$ cat src/design/trace_cfg.svh
`ifndef TRACE_CFG_SVH
`define TRACE_CFG_SVH

// Datapath and transmit word width
`define TRACE_WORD_W 32

// Debug panel mode selector
`define TRACE_MODE_W 8
`define TRACE_CMD 8'h54

// Number of datapath words in one transcript
`define TRACE_FIELD_CNT 9

// Separator and line end
`define TRACE_ASCII_EQ 8'h3D
`define TRACE_ASCII_CR 8'h0D
`define TRACE_ASCII_LF 8'h0A

`endif

$ cat src/design/trace_pkg.sv
`include "trace_cfg.svh"

package trace_pkg;

    // Print order of the datapath words
    typedef enum logic [3:0] {
        fld_npc,
        fld_pc,
        fld_ir,
        fld_ctl,
        fld_a,
        fld_b,
        fld_imm,
        fld_y,
        fld_mdr
    } field_e;

    typedef struct packed {
        logic [`TRACE_WORD_W-1:0] npc;
        logic [`TRACE_WORD_W-1:0] pc;
        logic [`TRACE_WORD_W-1:0] ir;
        logic [`TRACE_WORD_W-1:0] ctl;
        logic [`TRACE_WORD_W-1:0] a;
        logic [`TRACE_WORD_W-1:0] b;
        logic [`TRACE_WORD_W-1:0] imm;
        logic [`TRACE_WORD_W-1:0] y;
        logic [`TRACE_WORD_W-1:0] mdr;
    } dp_status_t;

    // Receiver reads either a raw datapath word or one character
    typedef union packed {
        logic [`TRACE_WORD_W-1:0] data;
        struct packed {
            logic [`TRACE_WORD_W-9:0] pad;   // Zero for characters
            logic [7:0]               code;  // ASCII
        } chr;
    } tx_word_u;

    typedef struct packed {
        logic     is_data;  // Low for a character
        tx_word_u word;
    } tx_item_t;

endpackage

$ cat src/design/trace_step_ctrl.sv
`timescale 1ns/1ps
`include "trace_cfg.svh"

module trace_step_ctrl (
    input  logic                     clk,
    input  logic                     rstn,
    input  logic [`TRACE_MODE_W-1:0] sel_mode,
    input  logic                     seq_done,
    output logic                     run,
    output logic                     clk_cpu,
    output logic                     finish
);

    localparam logic [2:0] st_idle    = 3'd0;
    localparam logic [2:0] st_step_hi = 3'd1;
    localparam logic [2:0] st_step_lo = 3'd2;
    localparam logic [2:0] st_running = 3'd3;
    localparam logic [2:0] st_done    = 3'd4;

    logic [2:0] state;
    logic [2:0] state_nx;
    logic       cmd_hit;
    logic       cmd_hit_q;

    assign cmd_hit = (sel_mode == `TRACE_CMD);

    always_comb begin
        state_nx = state;
        case (state)
            st_idle: begin
                if (cmd_hit_q) begin
                    state_nx = st_step_hi;
                end
            end
            st_step_hi: state_nx = st_step_lo;
            st_step_lo: state_nx = st_running;
            st_running: begin
                if (seq_done) begin
                    state_nx = st_done;
                end
            end
            st_done:    state_nx = st_done;  // Held until the selector moves
            default:    state_nx = st_idle;
        endcase
        if (!cmd_hit) begin
            state_nx = st_idle;  // Abort or release
        end
    end

    // Outputs come straight from flops so clk_cpu is glitch free
    always_ff @(posedge clk or negedge rstn) begin
        if (!rstn) begin
            state     <= st_idle;
            cmd_hit_q <= 1'b0;
            clk_cpu   <= 1'b0;
            run       <= 1'b0;
            finish    <= 1'b0;
        end else begin
            state     <= state_nx;
            cmd_hit_q <= cmd_hit;
            clk_cpu   <= (state_nx == st_step_hi);
            run       <= (state_nx == st_running);
            finish    <= (state_nx == st_done);
        end
    end

    a_single_step: assert property (@(posedge clk) disable iff (!rstn)
        clk_cpu |=> !clk_cpu);

endmodule

$ cat src/design/trace_item_seq.sv
`timescale 1ns/1ps
`include "trace_cfg.svh"

module trace_item_seq (
    input  logic                  clk,
    input  logic                  rstn,
    input  logic                  run,
    input  logic                  take,
    input  logic                  sent,
    input  trace_pkg::dp_status_t status,
    output trace_pkg::tx_item_t   next_item,
    output logic                  next_valid,
    output logic                  seq_done
);

    trace_pkg::field_e        fld;
    logic                     eol;         // CR/LF phase after the last field
    logic [2:0]               idx;         // Position inside the field
    logic                     all_staged;
    logic [1:0]               pending;     // Staged, not yet acknowledged
    logic [23:0]              lbl_text;
    logic [2:0]               lbl_len;
    logic [`TRACE_WORD_W-1:0] fld_word;
    trace_pkg::tx_item_t      cur_item;
    logic                     stage;

    // Label table, first character in the top used byte
    always_comb begin
        case (fld)
            trace_pkg::fld_npc: {lbl_text, lbl_len} = {24'("NPC"), 3'd3};
            trace_pkg::fld_pc:  {lbl_text, lbl_len} = {24'("PC"), 3'd2};
            trace_pkg::fld_ir:  {lbl_text, lbl_len} = {24'("IR"), 3'd2};
            trace_pkg::fld_ctl: {lbl_text, lbl_len} = {24'("CTL"), 3'd3};
            trace_pkg::fld_a:   {lbl_text, lbl_len} = {24'("A"), 3'd1};
            trace_pkg::fld_b:   {lbl_text, lbl_len} = {24'("B"), 3'd1};
            trace_pkg::fld_imm: {lbl_text, lbl_len} = {24'("IMM"), 3'd3};
            trace_pkg::fld_y:   {lbl_text, lbl_len} = {24'("Y"), 3'd1};
            trace_pkg::fld_mdr: {lbl_text, lbl_len} = {24'("MDR"), 3'd3};
            default:            {lbl_text, lbl_len} = '0;
        endcase
    end

    always_comb begin
        case (fld)
            trace_pkg::fld_npc: fld_word = status.npc;
            trace_pkg::fld_pc:  fld_word = status.pc;
            trace_pkg::fld_ir:  fld_word = status.ir;
            trace_pkg::fld_ctl: fld_word = status.ctl;
            trace_pkg::fld_a:   fld_word = status.a;
            trace_pkg::fld_b:   fld_word = status.b;
            trace_pkg::fld_imm: fld_word = status.imm;
            trace_pkg::fld_y:   fld_word = status.y;
            trace_pkg::fld_mdr: fld_word = status.mdr;
            default:            fld_word = '0;
        endcase
    end

    // Item at the current position
    always_comb begin
        cur_item = '0;
        if (eol) begin
            cur_item.word.chr.code = (idx == 3'd0) ? `TRACE_ASCII_CR : `TRACE_ASCII_LF;
        end else if (idx < lbl_len) begin
            cur_item.word.chr.code = lbl_text[8*(lbl_len-idx-1) +: 8];
        end else if (idx == lbl_len) begin
            cur_item.word.chr.code = `TRACE_ASCII_EQ;
        end else begin
            cur_item.is_data   = 1'b1;
            cur_item.word.data = fld_word;
        end
    end

    assign stage    = run && !next_valid && !all_staged;
    assign seq_done = sent && all_staged && (pending == 2'd1);  // LF acknowledged

    always_ff @(posedge clk or negedge rstn) begin
        if (!rstn) begin
            fld        <= trace_pkg::fld_npc;
            eol        <= 1'b0;
            idx        <= '0;
            all_staged <= 1'b0;
            pending    <= '0;
            next_valid <= 1'b0;
        end else if (!run) begin
            fld        <= trace_pkg::fld_npc;  // Next run starts at the NPC label
            eol        <= 1'b0;
            idx        <= '0;
            all_staged <= 1'b0;
            pending    <= '0;
            next_valid <= 1'b0;
        end else begin
            if (stage) begin
                next_valid <= 1'b1;
                if (eol) begin
                    if (idx == 3'd0) begin
                        idx <= 3'd1;
                    end else begin
                        all_staged <= 1'b1;
                    end
                end else if (idx <= lbl_len) begin
                    idx <= idx + 3'd1;
                end else begin
                    idx <= '0;
                    if (fld == trace_pkg::fld_mdr) begin
                        eol <= 1'b1;
                    end else begin
                        fld <= trace_pkg::field_e'(fld + 4'd1);
                    end
                end
            end else if (take) begin
                next_valid <= 1'b0;
            end
            pending <= pending + 2'(stage) - 2'(sent);
        end
    end

    always_ff @(posedge clk) begin
        if (stage) begin
            next_item <= cur_item;
        end
    end

    a_field_range: assert property (@(posedge clk) disable iff (!rstn)
        int'(fld) < `TRACE_FIELD_CNT);

    // Offered item holds until the port takes it
    a_item_hold: assert property (@(posedge clk) disable iff (!rstn)
        next_valid && !take |=> $stable(next_item));

endmodule

$ cat src/design/trace_tx_port.sv
`timescale 1ns/1ps
`include "trace_cfg.svh"

module trace_tx_port (
    input  logic                clk,
    input  logic                rstn,
    input  logic                run,
    input  logic                next_valid,
    input  logic                tx_ack,
    input  trace_pkg::tx_item_t next_item,
    output logic                take,
    output logic                sent,
    output logic                tx_req,
    output trace_pkg::tx_item_t tx_item
);

    // tx_req doubles as the occupancy flag of the output slot
    assign take = run && next_valid && !tx_req;
    assign sent = tx_req && tx_ack;

    always_ff @(posedge clk or negedge rstn) begin
        if (!rstn) begin
            tx_req <= 1'b0;
        end else if (!run) begin
            tx_req <= 1'b0;  // Flush on abort or finish
        end else if (take) begin
            tx_req <= 1'b1;
        end else if (sent) begin
            tx_req <= 1'b0;  // Low for a cycle before the next item
        end
    end

    always_ff @(posedge clk) begin
        if (take) begin
            tx_item <= next_item;
        end
    end

    // Request and word hold while the transmitter stalls
    a_req_hold: assert property (@(posedge clk) disable iff (!rstn)
        tx_req && !tx_ack && run |=> tx_req && $stable(tx_item));

endmodule

$ cat src/design/trace_top.sv
`timescale 1ns/1ps
`include "trace_cfg.svh"

module trace_top (
    input  logic                     clk,
    input  logic                     rstn,
    input  logic [`TRACE_MODE_W-1:0] sel_mode,
    input  trace_pkg::dp_status_t    status,    // Held while the CPU is stopped
    input  logic                     tx_ack,
    output logic                     tx_req,
    output trace_pkg::tx_item_t      tx_item,
    output logic                     finish,
    output logic                     clk_cpu
);

    logic                run;
    logic                seq_done;
    logic                next_valid;
    logic                take;
    logic                sent;
    trace_pkg::tx_item_t next_item;

    trace_step_ctrl i_step_ctrl (
        .clk      (clk),
        .rstn     (rstn),
        .sel_mode (sel_mode),
        .seq_done (seq_done),
        .run      (run),
        .clk_cpu  (clk_cpu),
        .finish   (finish)
    );

    trace_item_seq i_item_seq (
        .clk        (clk),
        .rstn       (rstn),
        .run        (run),
        .take       (take),
        .sent       (sent),
        .status     (status),
        .next_item  (next_item),
        .next_valid (next_valid),
        .seq_done   (seq_done)
    );

    trace_tx_port i_tx_port (
        .clk        (clk),
        .rstn       (rstn),
        .run        (run),
        .next_valid (next_valid),
        .tx_ack     (tx_ack),
        .next_item  (next_item),
        .take       (take),
        .sent       (sent),
        .tx_req     (tx_req),
        .tx_item    (tx_item)
    );

endmodule

$ cat config.mk
export PLATFORM = sky130hd
export DESIGN_NAME = trace_top
export DESIGN_NICKNAME = d
export VERILOG_FILES = /design/src/design/trace_pkg.sv /design/src/design/trace_step_ctrl.sv /design/src/design/trace_item_seq.sv /design/src/design/trace_tx_port.sv /design/src/design/trace_top.sv
export VERILOG_INCLUDE_DIRS = /design/src /design/src/design
export SDC_FILE = /design/constraint.sdc
export NUM_CORES = 1
export LEC_CHECK = 0
export BUFFER_PORTS_ARGS = -buffer_cell sky130_fd_sc_hd__buf_2
export CAP_MARGIN = 25
export CORE_AREA = 2 2 129 131
export CTS_BUF_LIST = sky130_fd_sc_hd__clkbuf_2 sky130_fd_sc_hd__clkbuf_4 sky130_fd_sc_hd__clkbuf_8
export DETAILED_ROUTE_END_ITERATION = 8
export DIE_AREA = 0 0 131 133
export GPL_TIMING_DRIVEN = 0
export PLACE_DENSITY_LB_ADDON = 0.08
export SYNTH_ARGS = -nofsm -noshare
export SYNTH_HDL_FRONTEND = slang
export SYNTH_SLANG_ARGS = --single-unit
$ cat constraint.sdc
create_clock -name clk -period 3.2 [get_ports clk]
set_clock_uncertainty 0.05 [all_clocks]
set_input_delay 0.32 -clock clk [delete_from_list [all_inputs] [get_ports clk]]
set_output_delay 0.32 -clock clk [all_outputs]
set_load 0.01 [all_outputs]
==> results of run 1 <==
==> Yosys cell counts (4+ instances only) <==
cell type  count  area share
a221oi_1      23       0.035
nand2_1       46       0.030
mux2i_1       10       0.017
a22o_1        25       0.038
a32oi_1        4      0.0061
clkbuf_1       7      0.0046
inv_1         14      0.0091
a222oi_1      22       0.038
and3_1         4      0.0043
a31oi_1       13       0.014
edfxtp_1      66        0.34
buf_2         35       0.030
a21oi_1       37       0.032
nand2b_1       6      0.0065
o22ai_1        5      0.0054
ha_1          14       0.030
a22oi_1       39       0.051
dfrtp_1       20       0.087
nand3b_1       7      0.0091
xnor2_1        5      0.0076
nand3_1        9      0.0078
nor3_1         6      0.0052
buf_4          4      0.0052
mux2_2        19       0.037
nor2b_1       12       0.013
and2_1        10       0.011
nor2_1        29       0.019
o21ai_0       31       0.027
==> worst max-delay path by stage <==
stage                                  start                                     end  cells after the start  slack (ns)
2_1_floorplan  i_item_seq.fld[0]$_DFFE_PN0P_       i_item_seq.next_item[1]$_DFFE_PP_                     14       0.008
3_3_place_gp   i_item_seq.fld[3]$_DFFE_PN0P_  i_item_seq.next_item[28]$_SDFFCE_PP0P_                     13       -0.77
3_5_place_dp   i_item_seq.fld[3]$_DFFE_PN0P_  i_item_seq.next_item[30]$_SDFFCE_PP0P_                     13       -0.75
4_1_cts        i_item_seq.fld[3]$_DFFE_PN0P_       i_item_seq.next_item[1]$_DFFE_PP_                     15       0.003
5_1_grt        i_item_seq.fld[1]$_DFFE_PN0P_       i_item_seq.next_item[2]$_DFFE_PP_                     13       -0.07
6_report       i_item_seq.fld[1]$_DFFE_PN0P_       i_item_seq.next_item[2]$_DFFE_PP_                     14        0.01
==> timing repair <==
| item | in CTS | in global routing |
|---|---|---|
| hold buffers | 1 | 0 |
| gates resized for setup | 22 | 19 |
| pin swaps | 1 | 6 |
| setup endpoints to repair | 35 | 15 |
| setup buffers | 5 | 3 |
| hold endpoints to repair | 20 | 0 |
==> logic make-up (layout without fill, tap and decap cells) <==
family	after synthesis	in the layout
other	0	3
AOI/OAI and AO/OA	228	228
DFF	86	86
muxes	29	29
and+or+nand+nor	145	145
adders and majority gates	15	15
buffers and inverters	67	424
xor gates and xnor gates	5	5
==> registers in the layout, indices dropped and copies added, names as in the netlist, 2 cells and up <==
name / count
i_step_ctrl.state: 3
i_tx_port.tx_item: 33
i_item_seq.next_item: 33
i_item_seq.idx: 3
i_item_seq.pending: 2
i_item_seq.fld: 4
==> power breakdown <==
| part | internal (µW) | switching, µW | total [µW] | leakage (µW) |
|---|---|---|---|---|
| Sequential | 1190 | 0.0178 | 1190 | 0.000780 |
| Combinational | 165 | 95.2 | 260 | 0.00261 |
| Clock | 442 | 434 | 876 | 0.000110 |
| Total | 1790 | 530 | 2320 | 0.00350 |
==> area by class of cell <==
| type | count | share of cell area |
|---|---|---|
| Sequential cell | 86 | 0.303 |
| Multi-Input combinational cell | 422 | 0.376 |
| Buffer | 49 | 0.0364 |
| Tap cell | 220 | 0.0336 |
| Timing Repair Buffer | 344 | 0.216 |
| Clock inverter | 7 | 0.0116 |
| Antenna cell | 3 | 0.000917 |
| Inverter | 15 | 0.00688 |
| Clock buffer | 9 | 0.0151 |
==> critical path: cells and delay by family (launching register included) <==
kind                     cells  cell delay [ns]
AO/OA/AOI/OAI                2             0.34
flip-flops                   1             0.43
buffers and inverters        4             0.38
adder cells (fa/ha/maj)      4             1.20
AND/OR/NAND/NOR              4             0.62
==> layout by cell type (no fill, tap or decap), types with 4 or more instances in the layout <==
cell	count
mux2_2	19
nor2_1	25
nand2_1	45
mux2i_1	10
a22oi_1	38
buf_2	361
inv_2	4
clkbuf_8	9
xnor2_1	5
o22ai_1	4
inv_1	10
and3_1	4
dfrtp_1	18
edfxtp_1	66
nor3_1	6
nand2b_1	4
a221oi_1	23
a222oi_1	22
clkbuf_1	6
a22o_1	25
buf_6	5
nand3b_1	7
buf_4	12
nand3_1	9
a31oi_1	11
a32oi_1	4
nor2b_1	12
o21ai_0	30
and2_1	9
a21oi_1	36
ha_1	11
==> routing by layer <==
layer / global-route usage / wire length [µm] / up-vias
met2: 0.514 / 13300 / 374
met1: 0.399 / 11200 / 3243
met4: 0.111 / 831 / 0
met3: 0.0631 / 2450 / 50
met5: 0 / 0 / -
li1: - / - / 3000
==> stage by stage <==
step / setup TNS (ns) / power [µW] / instances / instance area, µm²
floorplan: 0 / 1270 / 575 / 5790
global placement: -38.39 / 1460 / 1129 / 7730
detailed placement: -17.23 / 1470 / 1130 / 7770
CTS: 0 / 2340 / 1150 / 8100
global route: -0.203 / 2400 / 1154 / 8190
finish: 0 / 2320 / 1155 / 8190
==> flow_summary.toml, run 1 <==
[min_path]
whs_path_depth = 3
hp-start = "tx_ack"
min_path_type = "in -> reg"
min_to = "i_tx_port.tx_req$_DFFE_PN0P_"

[grt]
grt_overflow = 0
grt_antenna_before_repair = 3
grt_usage = 0.310
grt_pass1_vias = 6425
grt_max_degree = 39
grt_pass1_wl_um = 39000

[clock_network]
cts_tree = "built"
clk_pin_slew_ns = 0.09
cts_root_buf = "clkbuf_8"
htreeDepth = 3
clkSinkCount = 86
numCtsBuffers = 9
clk_latency_ns = 0.39
clock_path_buffers = 2

[critical_path]
end_kind = "flop"
cp_max_fo = 10
r2r-end = "i_item_seq.next_item[2]$_DFFE_PP_"
critPathRequiredTime_ns = 3.37
reg2reg_depth = 14
max_stage_delay_ns = 0.54
critPathArrivalTime_ns = 3.35
r2r_slack_ns = 0.01
critPathLaunchType = "flop"
cp_slowest_cell = "fa_1"
path_cells = "inv_2 > ha_4 > nand2b_4 > nand2_1 > nand2_1 > ha_2 > inv_1 > fa_1 > inv_2 > ha_4 > clkbuf_4 > a22oi_1 > or3_1 > a31oi_1"
critPathKind = "reg -> reg"
r2r_start = "i_item_seq.fld[1]$_DFFE_PN0P_"

[synth]
synth_area_um2 = 5770
synthXorXnorAreaFrac = 0.00759
synth_edf_count = 66
synth_nets = 889
ys_seq_area_frac = 0.430
ys_ff_latch = 86
syn_avg_cell_area_um2 = 10.0
synth_top_family_by_area = "compound AO/OA/AOI/OAI gates"
synthSimpleGateAreaFrac = 0.127
ys_types = 60
yosys.area_share.adder = 0.0338
yosysWarnings = 0
postSynth.asyncResetShare = 0.233
synthCells = 575
synthMuxAreaShare = 0.0544
synthFlopType = "edfxtp_1"
synth_compound_area_frac = 0.290

[timing]
fmax_mhz = 314
period_needed_ns = 3.19
max_slew_margin = 0.381
worst_slack_ns = 0.0119
maxSlewViolCount = 0
holdWs_ns = 0.203
period_share = 0.996
tightest_slew_ns = 0.928
hold_viol = 0
rsz0062_at_grt = "true"
setup_viol = 0

[placed_design]
portBuffers = 334
gp_congestion = 0.877
dp_slack_ns = -0.751
dpl.hpwl_um = 21500

[drt]
wl_um = 27900
drc = 0
drtPass1Iterations = 8
drt-initial-drc-count = 825
antenna_left = 0
wl_per_cell_um = 24.1
via_per_inst = 5.77
via_count = 6667

[cells_and_area]
nets = 1241
fillCellCount = 1585
multi_input_area_um2 = 3080
final_util = 0.506
regArea_um2 = 2480
drive_above_1_share = 0.480
syn_to_final_growth_pct = 41.9

[die]
die_area_um2 = 17400
start_util = 0.357
io_pins = 335
die_x_um = 131
die_h_um = 133
coreArea_um2 = 16200
rows = 47

[power_and_ir_drop]
p_per_area_nw_per_um2 = 284
ir_drop_mv = 0.205
leakagePower_uw = 0.00350

[flow_run]
cap_viol_max_count = 0

[outcome]
outcome = "completed"
(Power assumes the default switching activity.)
==> inputs of run 2 (changes only) <==
--- a/config.mk
+++ b/config.mk
@@ -8,12 +8,13 @@
 export LEC_CHECK = 0
 export BUFFER_PORTS_ARGS = -buffer_cell sky130_fd_sc_hd__buf_2
 export CAP_MARGIN = 25
-export CORE_AREA = 2 2 129 131
+export CORE_AREA = 2 2 131 133
 export CTS_BUF_LIST = sky130_fd_sc_hd__clkbuf_2 sky130_fd_sc_hd__clkbuf_4 sky130_fd_sc_hd__clkbuf_8
 export DETAILED_ROUTE_END_ITERATION = 8
-export DIE_AREA = 0 0 131 133
+export DIE_AREA = 0 0 133 135
 export GPL_TIMING_DRIVEN = 0
 export PLACE_DENSITY_LB_ADDON = 0.08
 export SYNTH_ARGS = -nofsm -noshare
 export SYNTH_HDL_FRONTEND = slang
+export SYNTH_HIERARCHICAL = 1
 export SYNTH_SLANG_ARGS = --single-unit
==> run 2 against run 1 <==
Critical path depth is 2 lower. Via count is 5.9% lower. Cell count is 7.2% lower. Highest routed layer unchanged. Non-clock buffer count is 1 higher. Core utilization is 2.1 points lower. Largest cell class unchanged. Total power is 1.2% higher.
==> flow_summary.toml, run 2 <==
[synth]
ys_ff_latch = 86
postSynth.asyncResetShare = 0.233
synth_area_leader_cell = "edfxtp_1"
synthCells = 488
synth_nets = 802
synth_top_area_share = 0.366
ys_types = 72
yosysWarnings = 6
synth_area_um2 = 5410
synth_edf_count = 66
syn_avg_cell_area_um2 = 11.1
ys_seq_area_frac = 0.459
yosys-top-cells-count = "edfxtp_1 (66), a22oi_1 (36), a222oi_1 (31)"
synth_most_common_cell = "edfxtp_1"
synth.area.top_cells = "edfxtp_1 (37%), dfrtp_1 (9.3%), a222oi_1 (5.7%)"
synthFlopType = "edfxtp_1"

[clock_network]
numCtsBuffers = 9
htreeDepth = 3
clk_latency_ns = 0.38
clock_path_buffers = 2
cts_tree = "built"
cts_root_buf = "clkbuf_8"
clkSinkCount = 86
clk_pin_slew_ns = 0.09

[cells_and_area]
syn_to_final_growth_pct = 47.1
final_cell_mix = "buf_2 (351), edfxtp_1 (66), a22oi_1 (36)"
final_common_cell = "buf_2"
nets = 1161
n_antenna_cell = 0
drive_above_1_share = 0.514
final_cells = 1072
final_util = 0.485
top_regs = "i_item_seq/next_item (33), i_tx_port/tx_item (33), i_item_seq/fld (4)"

[placed_design]
dpl.hpwl_um = 20700
gp_congestion = 0.930
dp_slack_ns = -0.998
portBuffers = 334
place_inst = 1044

[grt]
grt_pass1_vias = 6353
grt_pass1_wl_um = 38100
grt_use_met2 = 0.483
met1_usage = 0.372
grt_antenna_before_repair = 0
grt_max_degree = 28
met3_usage = 0.0713
grt_usage = 0.285
grt_overflow = 0
top_usage_layer = "met2"

[power_and_ir_drop]
ir_drop_mv = 0.243
leakagePower_uw = 0.00328
p_per_area_nw_per_um2 = 296
power.total_uw = 2350

[timing]
maxSlewViolCount = 0
max_slew_margin = 0.433
worst_slack_ns = 0.0870
hold_viol = 0
period_needed_ns = 3.11
fmax_mhz = 321
holdWs_ns = 0.202
rsz0062_at_grt = "true"
period_share = 0.973
tightest_slew_ns = 0.851
setup_viol = 0

[critical_path]
critPathRequiredTime_ns = 3.37
critPathLaunchType = "flop"
worst-path-stages = 12
critPathKind = "reg -> reg"
cp_slowest_cell = "fa_1"
path_cells = "buf_4 > ha_2 > buf_6 > nor2b_4 > a21oi_2 > fa_1 > inv_2 > ha_4 > clkbuf_8 > nand2_2 > or4_4 > o22ai_2"
path_delay_family = "adder cells"
critPathArrivalTime_ns = 3.28
cp_max_fo = 10
reg2reg_depth = 12
worst-path-buf-inv = 4
max_stage_delay_ns = 0.56
critPathLaunch = "i_item_seq/fld[1]$_DFFE_PN0P_"
r2r_start = "i_item_seq/fld[1]$_DFFE_PN0P_"
end_kind = "flop"

[die]
die_h_um = 135
io_pins = 335
rows = 47
start_util = 0.330
die_x_um = 133
die_area_um2 = 18000
coreArea_um2 = 16400

[drt]
drc = 0
via_count = 6274
wl_per_cell_um = 24.9
antenna_left = 0
drt-initial-drc-count = 685
drtPass1Iterations = 6
wl_um = 26700
via_per_inst = 5.85

[min_path]
hp-start = "tx_ack"
min_path_type = "in -> reg"
whs_path_depth = 3

[flow_run]
cap_viol_max_count = 0

[outcome]
outcome = "completed"
run 2: layout make-up:
cell class                 count  area [µm²]
multi-input combinational    341        2770
inverter                      15        63.8
fill                        1561        8450
clock buffer                  10         131
buffer                        45         293
sequential                    86        2490
clock inverter                 6         111
timing repair buffer         349        1820
tap                          220         275
run 2: logic make-up (layout without fill, tap and decap cells):
family          Yosys count  after routing  synth area share
compound gates          220            220             0.319
simple gates             92             92             0.108
flops                    86             86             0.459
buf+inv                  61            425            0.0525
fa+ha+maj                15             15            0.0361
xor+xnor                  7              7            0.0113
mux                       7              7            0.0141
run 2: worst paths after layout:
kind / endpoint / slack [ns]
min in group asynchronous: i_step_ctrl/clk_cpu$_DFF_PN0_ / 0.37
worst max-delay path: i_item_seq/next_item[4]$_SDFFCE_PP0P_ / 0.09
worst min-delay path: i_tx_port/tx_req$_DFFE_PN0P_ / 0.20
worst max register to register: i_item_seq/next_item[4]$_SDFFCE_PP0P_ / 0.09
worst min register to register: i_tx_port/tx_item[16]$_DFFE_PP_ / 0.36
max in group asynchronous: i_item_seq/fld[0]$_DFFE_PN0P_ / 2.39
run 2: per-layer routing:
layer | wire length (µm) | up-vias
met5 | 0 | -
li1 | - | 2764
met3 | 2480 | 45
met4 | 442 | 0
met1 | 11000 | 3073
met2 | 12800 | 392
run 2: what timing repair did:
| action | 4_1_cts | 5_1_grt |
|---|---|---|
| setup endpoints to repair | 39 | 23 |
| endpoints found under the hold margin | 20 | 0 |
| gates resized for setup | 42 | 3 |
| cloned | 1 | 0 |
| hold buffers | 1 | 0 |
| setup buffers | 10 | 1 |
| pin swaps | 4 | 4 |
run 2: worst min-delay path: cells and delay by family:
family	cells	cell delay, ns
buffers and inverters	1	0.09
AND/OR/NAND/NOR	2	0.18
run 2: power by group:
group / leakage, µW / switching, µW / total, µW / internal (µW)
logic: 0.00241 / 83.7 / 233 / 149
registers: 0.000751 / 0.0164 / 1190 / 1190
clock network: 0.000120 / 405 / 932 / 527
run 2: metrics by stage:
step                cell area [µm²]  setup TNS (ns)
detailed placement             7440          -22.91
CTS                            7930               0
global route                   7960         -0.0193
finish                         7960               0
floorplan                      5440               0
global placement               7380          -26.32
==> inputs of run 3 (changes only) <==
--- a/config.mk
+++ b/config.mk
@@ -6,12 +6,13 @@
 export SDC_FILE = /design/constraint.sdc
 export NUM_CORES = 1
 export LEC_CHECK = 0
+export ABC_AREA = 1
 export BUFFER_PORTS_ARGS = -buffer_cell sky130_fd_sc_hd__buf_2
 export CAP_MARGIN = 25
-export CORE_AREA = 2 2 131 133
+export CORE_AREA = 2 2 129 131
 export CTS_BUF_LIST = sky130_fd_sc_hd__clkbuf_2 sky130_fd_sc_hd__clkbuf_4 sky130_fd_sc_hd__clkbuf_8
 export DETAILED_ROUTE_END_ITERATION = 8
-export DIE_AREA = 0 0 133 135
+export DIE_AREA = 0 0 131 133
 export GPL_TIMING_DRIVEN = 0
 export PLACE_DENSITY_LB_ADDON = 0.08
 export SYNTH_ARGS = -nofsm -noshare
==> run 3 against run 2 <==
First-iteration DRC count fell by 32%. Combinational power increased by 8%. Critical endpoint is now i_item_seq/next_item[29]$_SDFFCE_PP0P_. Critical path type unchanged. Critical path depth grew 3. Largest power group unchanged. Synthesized cell count grew 50%. Core utilization grew 2.4 points. Clock power shrank 8.7%. Cell count rose by 22%. Wire length decreased by 5.0%. Die area decreased by 3.0%. Highest routed layer is now met5.
==> flow_summary.toml, run 3 <==
[placed_design]
dpl.hpwl_um = 20500
place_inst = 1290
dp_slack_ns = -0.331
portBuffers = 334
gp_congestion = 0.940

[timing]
tightest_slew_ns = 0.544
fmax_mhz = 328
worst_slack_ns = 0.156
period_share = 0.951
hold_viol = 0
holdWs_ns = 0.194
fin_setup_tns_ns = 0
max_slew_margin = 0.637
period_needed_ns = 3.04
maxSlewViolCount = 0
setup_viol = 0

[die]
die_x_um = 131
rows = 47
start_util = 0.363
io_pins = 335
die_h_um = 133
die_area_um2 = 17400
coreArea_um2 = 16200

[critical_path]
critPathLaunchType = "flop"
critPathKind = "reg -> reg"
critPathArrivalTime_ns = 3.16
critPathRequiredTime_ns = 3.31
r2r_start = "i_item_seq/fld[0]$_DFFE_PN0P_"
r2r-end = "i_item_seq/next_item[29]$_SDFFCE_PP0P_"
end_kind = "flop"
r2r_slack_ns = 0.16
reg2reg_depth = 15
cp_max_fo = 10

[clock_network]
cts_root_buf = "clkbuf_8"
cts_tree = "built"
htreeDepth = 3
clk_latency_ns = 0.36
numCtsBuffers = 9
clk_pin_slew_ns = 0.09
clkSinkCount = 86
clock_path_buffers = 2

[synth]
synth_edf_count = 66
postSynth.asyncResetShare = 0.233
ys_ff_latch = 86
yosysWarnings = 6
yosys-top-cells-count = "nand2_1 (258), edfxtp_1 (66), inv_1 (55)"
ys_types = 44
synthFlopType = "edfxtp_1"
synth_area_um2 = 5860
syn_avg_cell_area_um2 = 7.99
ys_seq_area_frac = 0.423
synth.area.top_cells = "edfxtp_1 (34%), nand2_1 (17%), dfrtp_1 (8.5%)"
synth_top_area_share = 0.338
synth_nets = 1048
synthCells = 734
synth_area_leader_cell = "edfxtp_1"
synth_most_common_cell = "nand2_1"

[drt]
antenna_left = 0
wl_um = 25400
drt-initial-drc-count = 468
drc = 0
via_per_inst = 4.99
drtPass1Iterations = 5
via_count = 6552
wl_per_cell_um = 19.3

[flow_run]
cap_viol_max_count = 0

[outcome]
outcome = "completed"

[min_path]
min_path_type = "in -> reg"
min_to = "i_tx_port/tx_req$_DFFE_PN0P_"
hp-start = "tx_ack"
whs_path_depth = 4

[grt]
grt_overflow = 0
grt_antenna_before_repair = 4
grt_pass1_wl_um = 35800
grt_usage = 0.284
grt_max_degree = 32
grt_pass1_vias = 6185

[cells_and_area]
nets = 1399
final_common_cell = "buf_2"
top_regs = "i_item_seq/next_item (33), i_tx_port/tx_item (33), i_item_seq/fld (4)"
drive_above_1_share = 0.420
syn_to_final_growth_pct = 40.4
final_cell_mix = "buf_2 (348), nand2_1 (257), edfxtp_1 (66)"
final_cells = 1313

[power_and_ir_drop]
ir_drop_mv = 0.176
leakagePower_uw = 0.00408
p_per_area_nw_per_um2 = 278
-- run 3: cell types whose count changed after synthesis, sizes merged, moves of 8 or more --
cell,before,now
a222oi,31,0
nand4,2,14
and3,9,0
nor2,15,66
a22oi,36,2
a221oi,29,14
a21oi,21,40
clkbuf,21,1
inv,15,66
nand3,3,51
a31oi,28,4
nand2,17,266
nor2b,8,0
a211oi,5,14
-- run 3: critical path, cell delays in order (launching register included) --
cell and delay (ns):
dfrtp_1 0.41, inv_4 0.08, ha_4 0.25, inv_1 0.07
o21ai_2 0.15, ha_2 0.18, inv_1 0.06, fa_2 0.36
ha_4 0.19, nor2_4 0.15, inv_2 0.05, nor2_2 0.09
inv_1 0.06, buf_2 0.21, buf_2 0.23, a21oi_1 0.24
-- run 3: area by class of cell --
class | count | area (µm²)
Antenna cell | 3 | 7.51
Buffer | 31 | 224
Clock buffer | 9 | 124
Clock inverter | 7 | 97.6
Fill cell | 1643 | 7940
Inverter | 67 | 267
Multi-Input combinational cell | 549 | 3000
Sequential cell | 86 | 2480
Tap cell | 220 | 275
Timing Repair Buffer | 341 | 1760
-- run 3: per-stage QoR --
step | util | cell area, µm² | total power, µW
final | 0.509 | 8230 | 2290
after global routing | 0.509 | 8230 | 2370
after CTS | 0.503 | 8140 | 2300
after detailed placement | 0.487 | 7870 | 1460
after global placement | 0.483 | 7810 | 1460
after floorplan | - | 5860 | 1250
-- run 3: repair_timing --
item	CTS	global route
buffers inserted	2	2
gates resized for setup	8	23
endpoints found under the setup margin	35	18
hold endpoints to repair	20	0
pin swaps	0	5
hold buffers	1	0
-- run 3: worst max path at each step --
stage / from / end / slack [ns] / cells after the start
global route: i_item_seq/fld[1]$_DFFE_PN0P_ / i_item_seq/next_item[0]$_DFFE_PP_ / -0.004 / 17
detailed placement: i_item_seq/fld[0]$_DFFE_PN0P_ / i_item_seq/next_item[6]$_SDFFCE_PP0P_ / -0.33 / 18
finish: i_item_seq/fld[0]$_DFFE_PN0P_ / i_item_seq/next_item[29]$_SDFFCE_PP0P_ / 0.16 / 15
floorplan: i_item_seq/fld[0]$_DFFE_PN0P_ / i_item_seq/next_item[3]$_SDFFCE_PP1P_ / 0.12 / 21
global placement: i_item_seq/fld[0]$_DFFE_PN0P_ / i_item_seq/next_item[6]$_SDFFCE_PP0P_ / -0.34 / 18
CTS: i_item_seq/fld[1]$_DFFE_PN0P_ / i_item_seq/next_item[6]$_SDFFCE_PP0P_ / 0.04 / 17
-- run 3: cells by family after synthesis --
logic type / after synthesis / share of synthesized area
fa+ha+maj: 15 / 0.0333
compound gates: 120 / 0.148
flops: 86 / 0.423
buf+inv: 99 / 0.0828
simple gates: 410 / 0.307
xor+xnor: 4 / 0.00598
-- run 3: power by group --
part           switching (µW)  internal, µW
clock                     408           444
sequential             0.0574          1190
combinational             104           148
-- run 3: layer usage --
| metal | GRT usage | up-vias | wire length (µm) |
|---|---|---|---|
| li1 | - | 3198 | - |
| met1 | 0.379 | 2982 | 10700 |
| met2 | 0.451 | 331 | 11800 |
| met3 | 0.0647 | 39 | 2250 |
| met4 | 0.0981 | 2 | 588 |
| met5 | 0 | - | 16 |
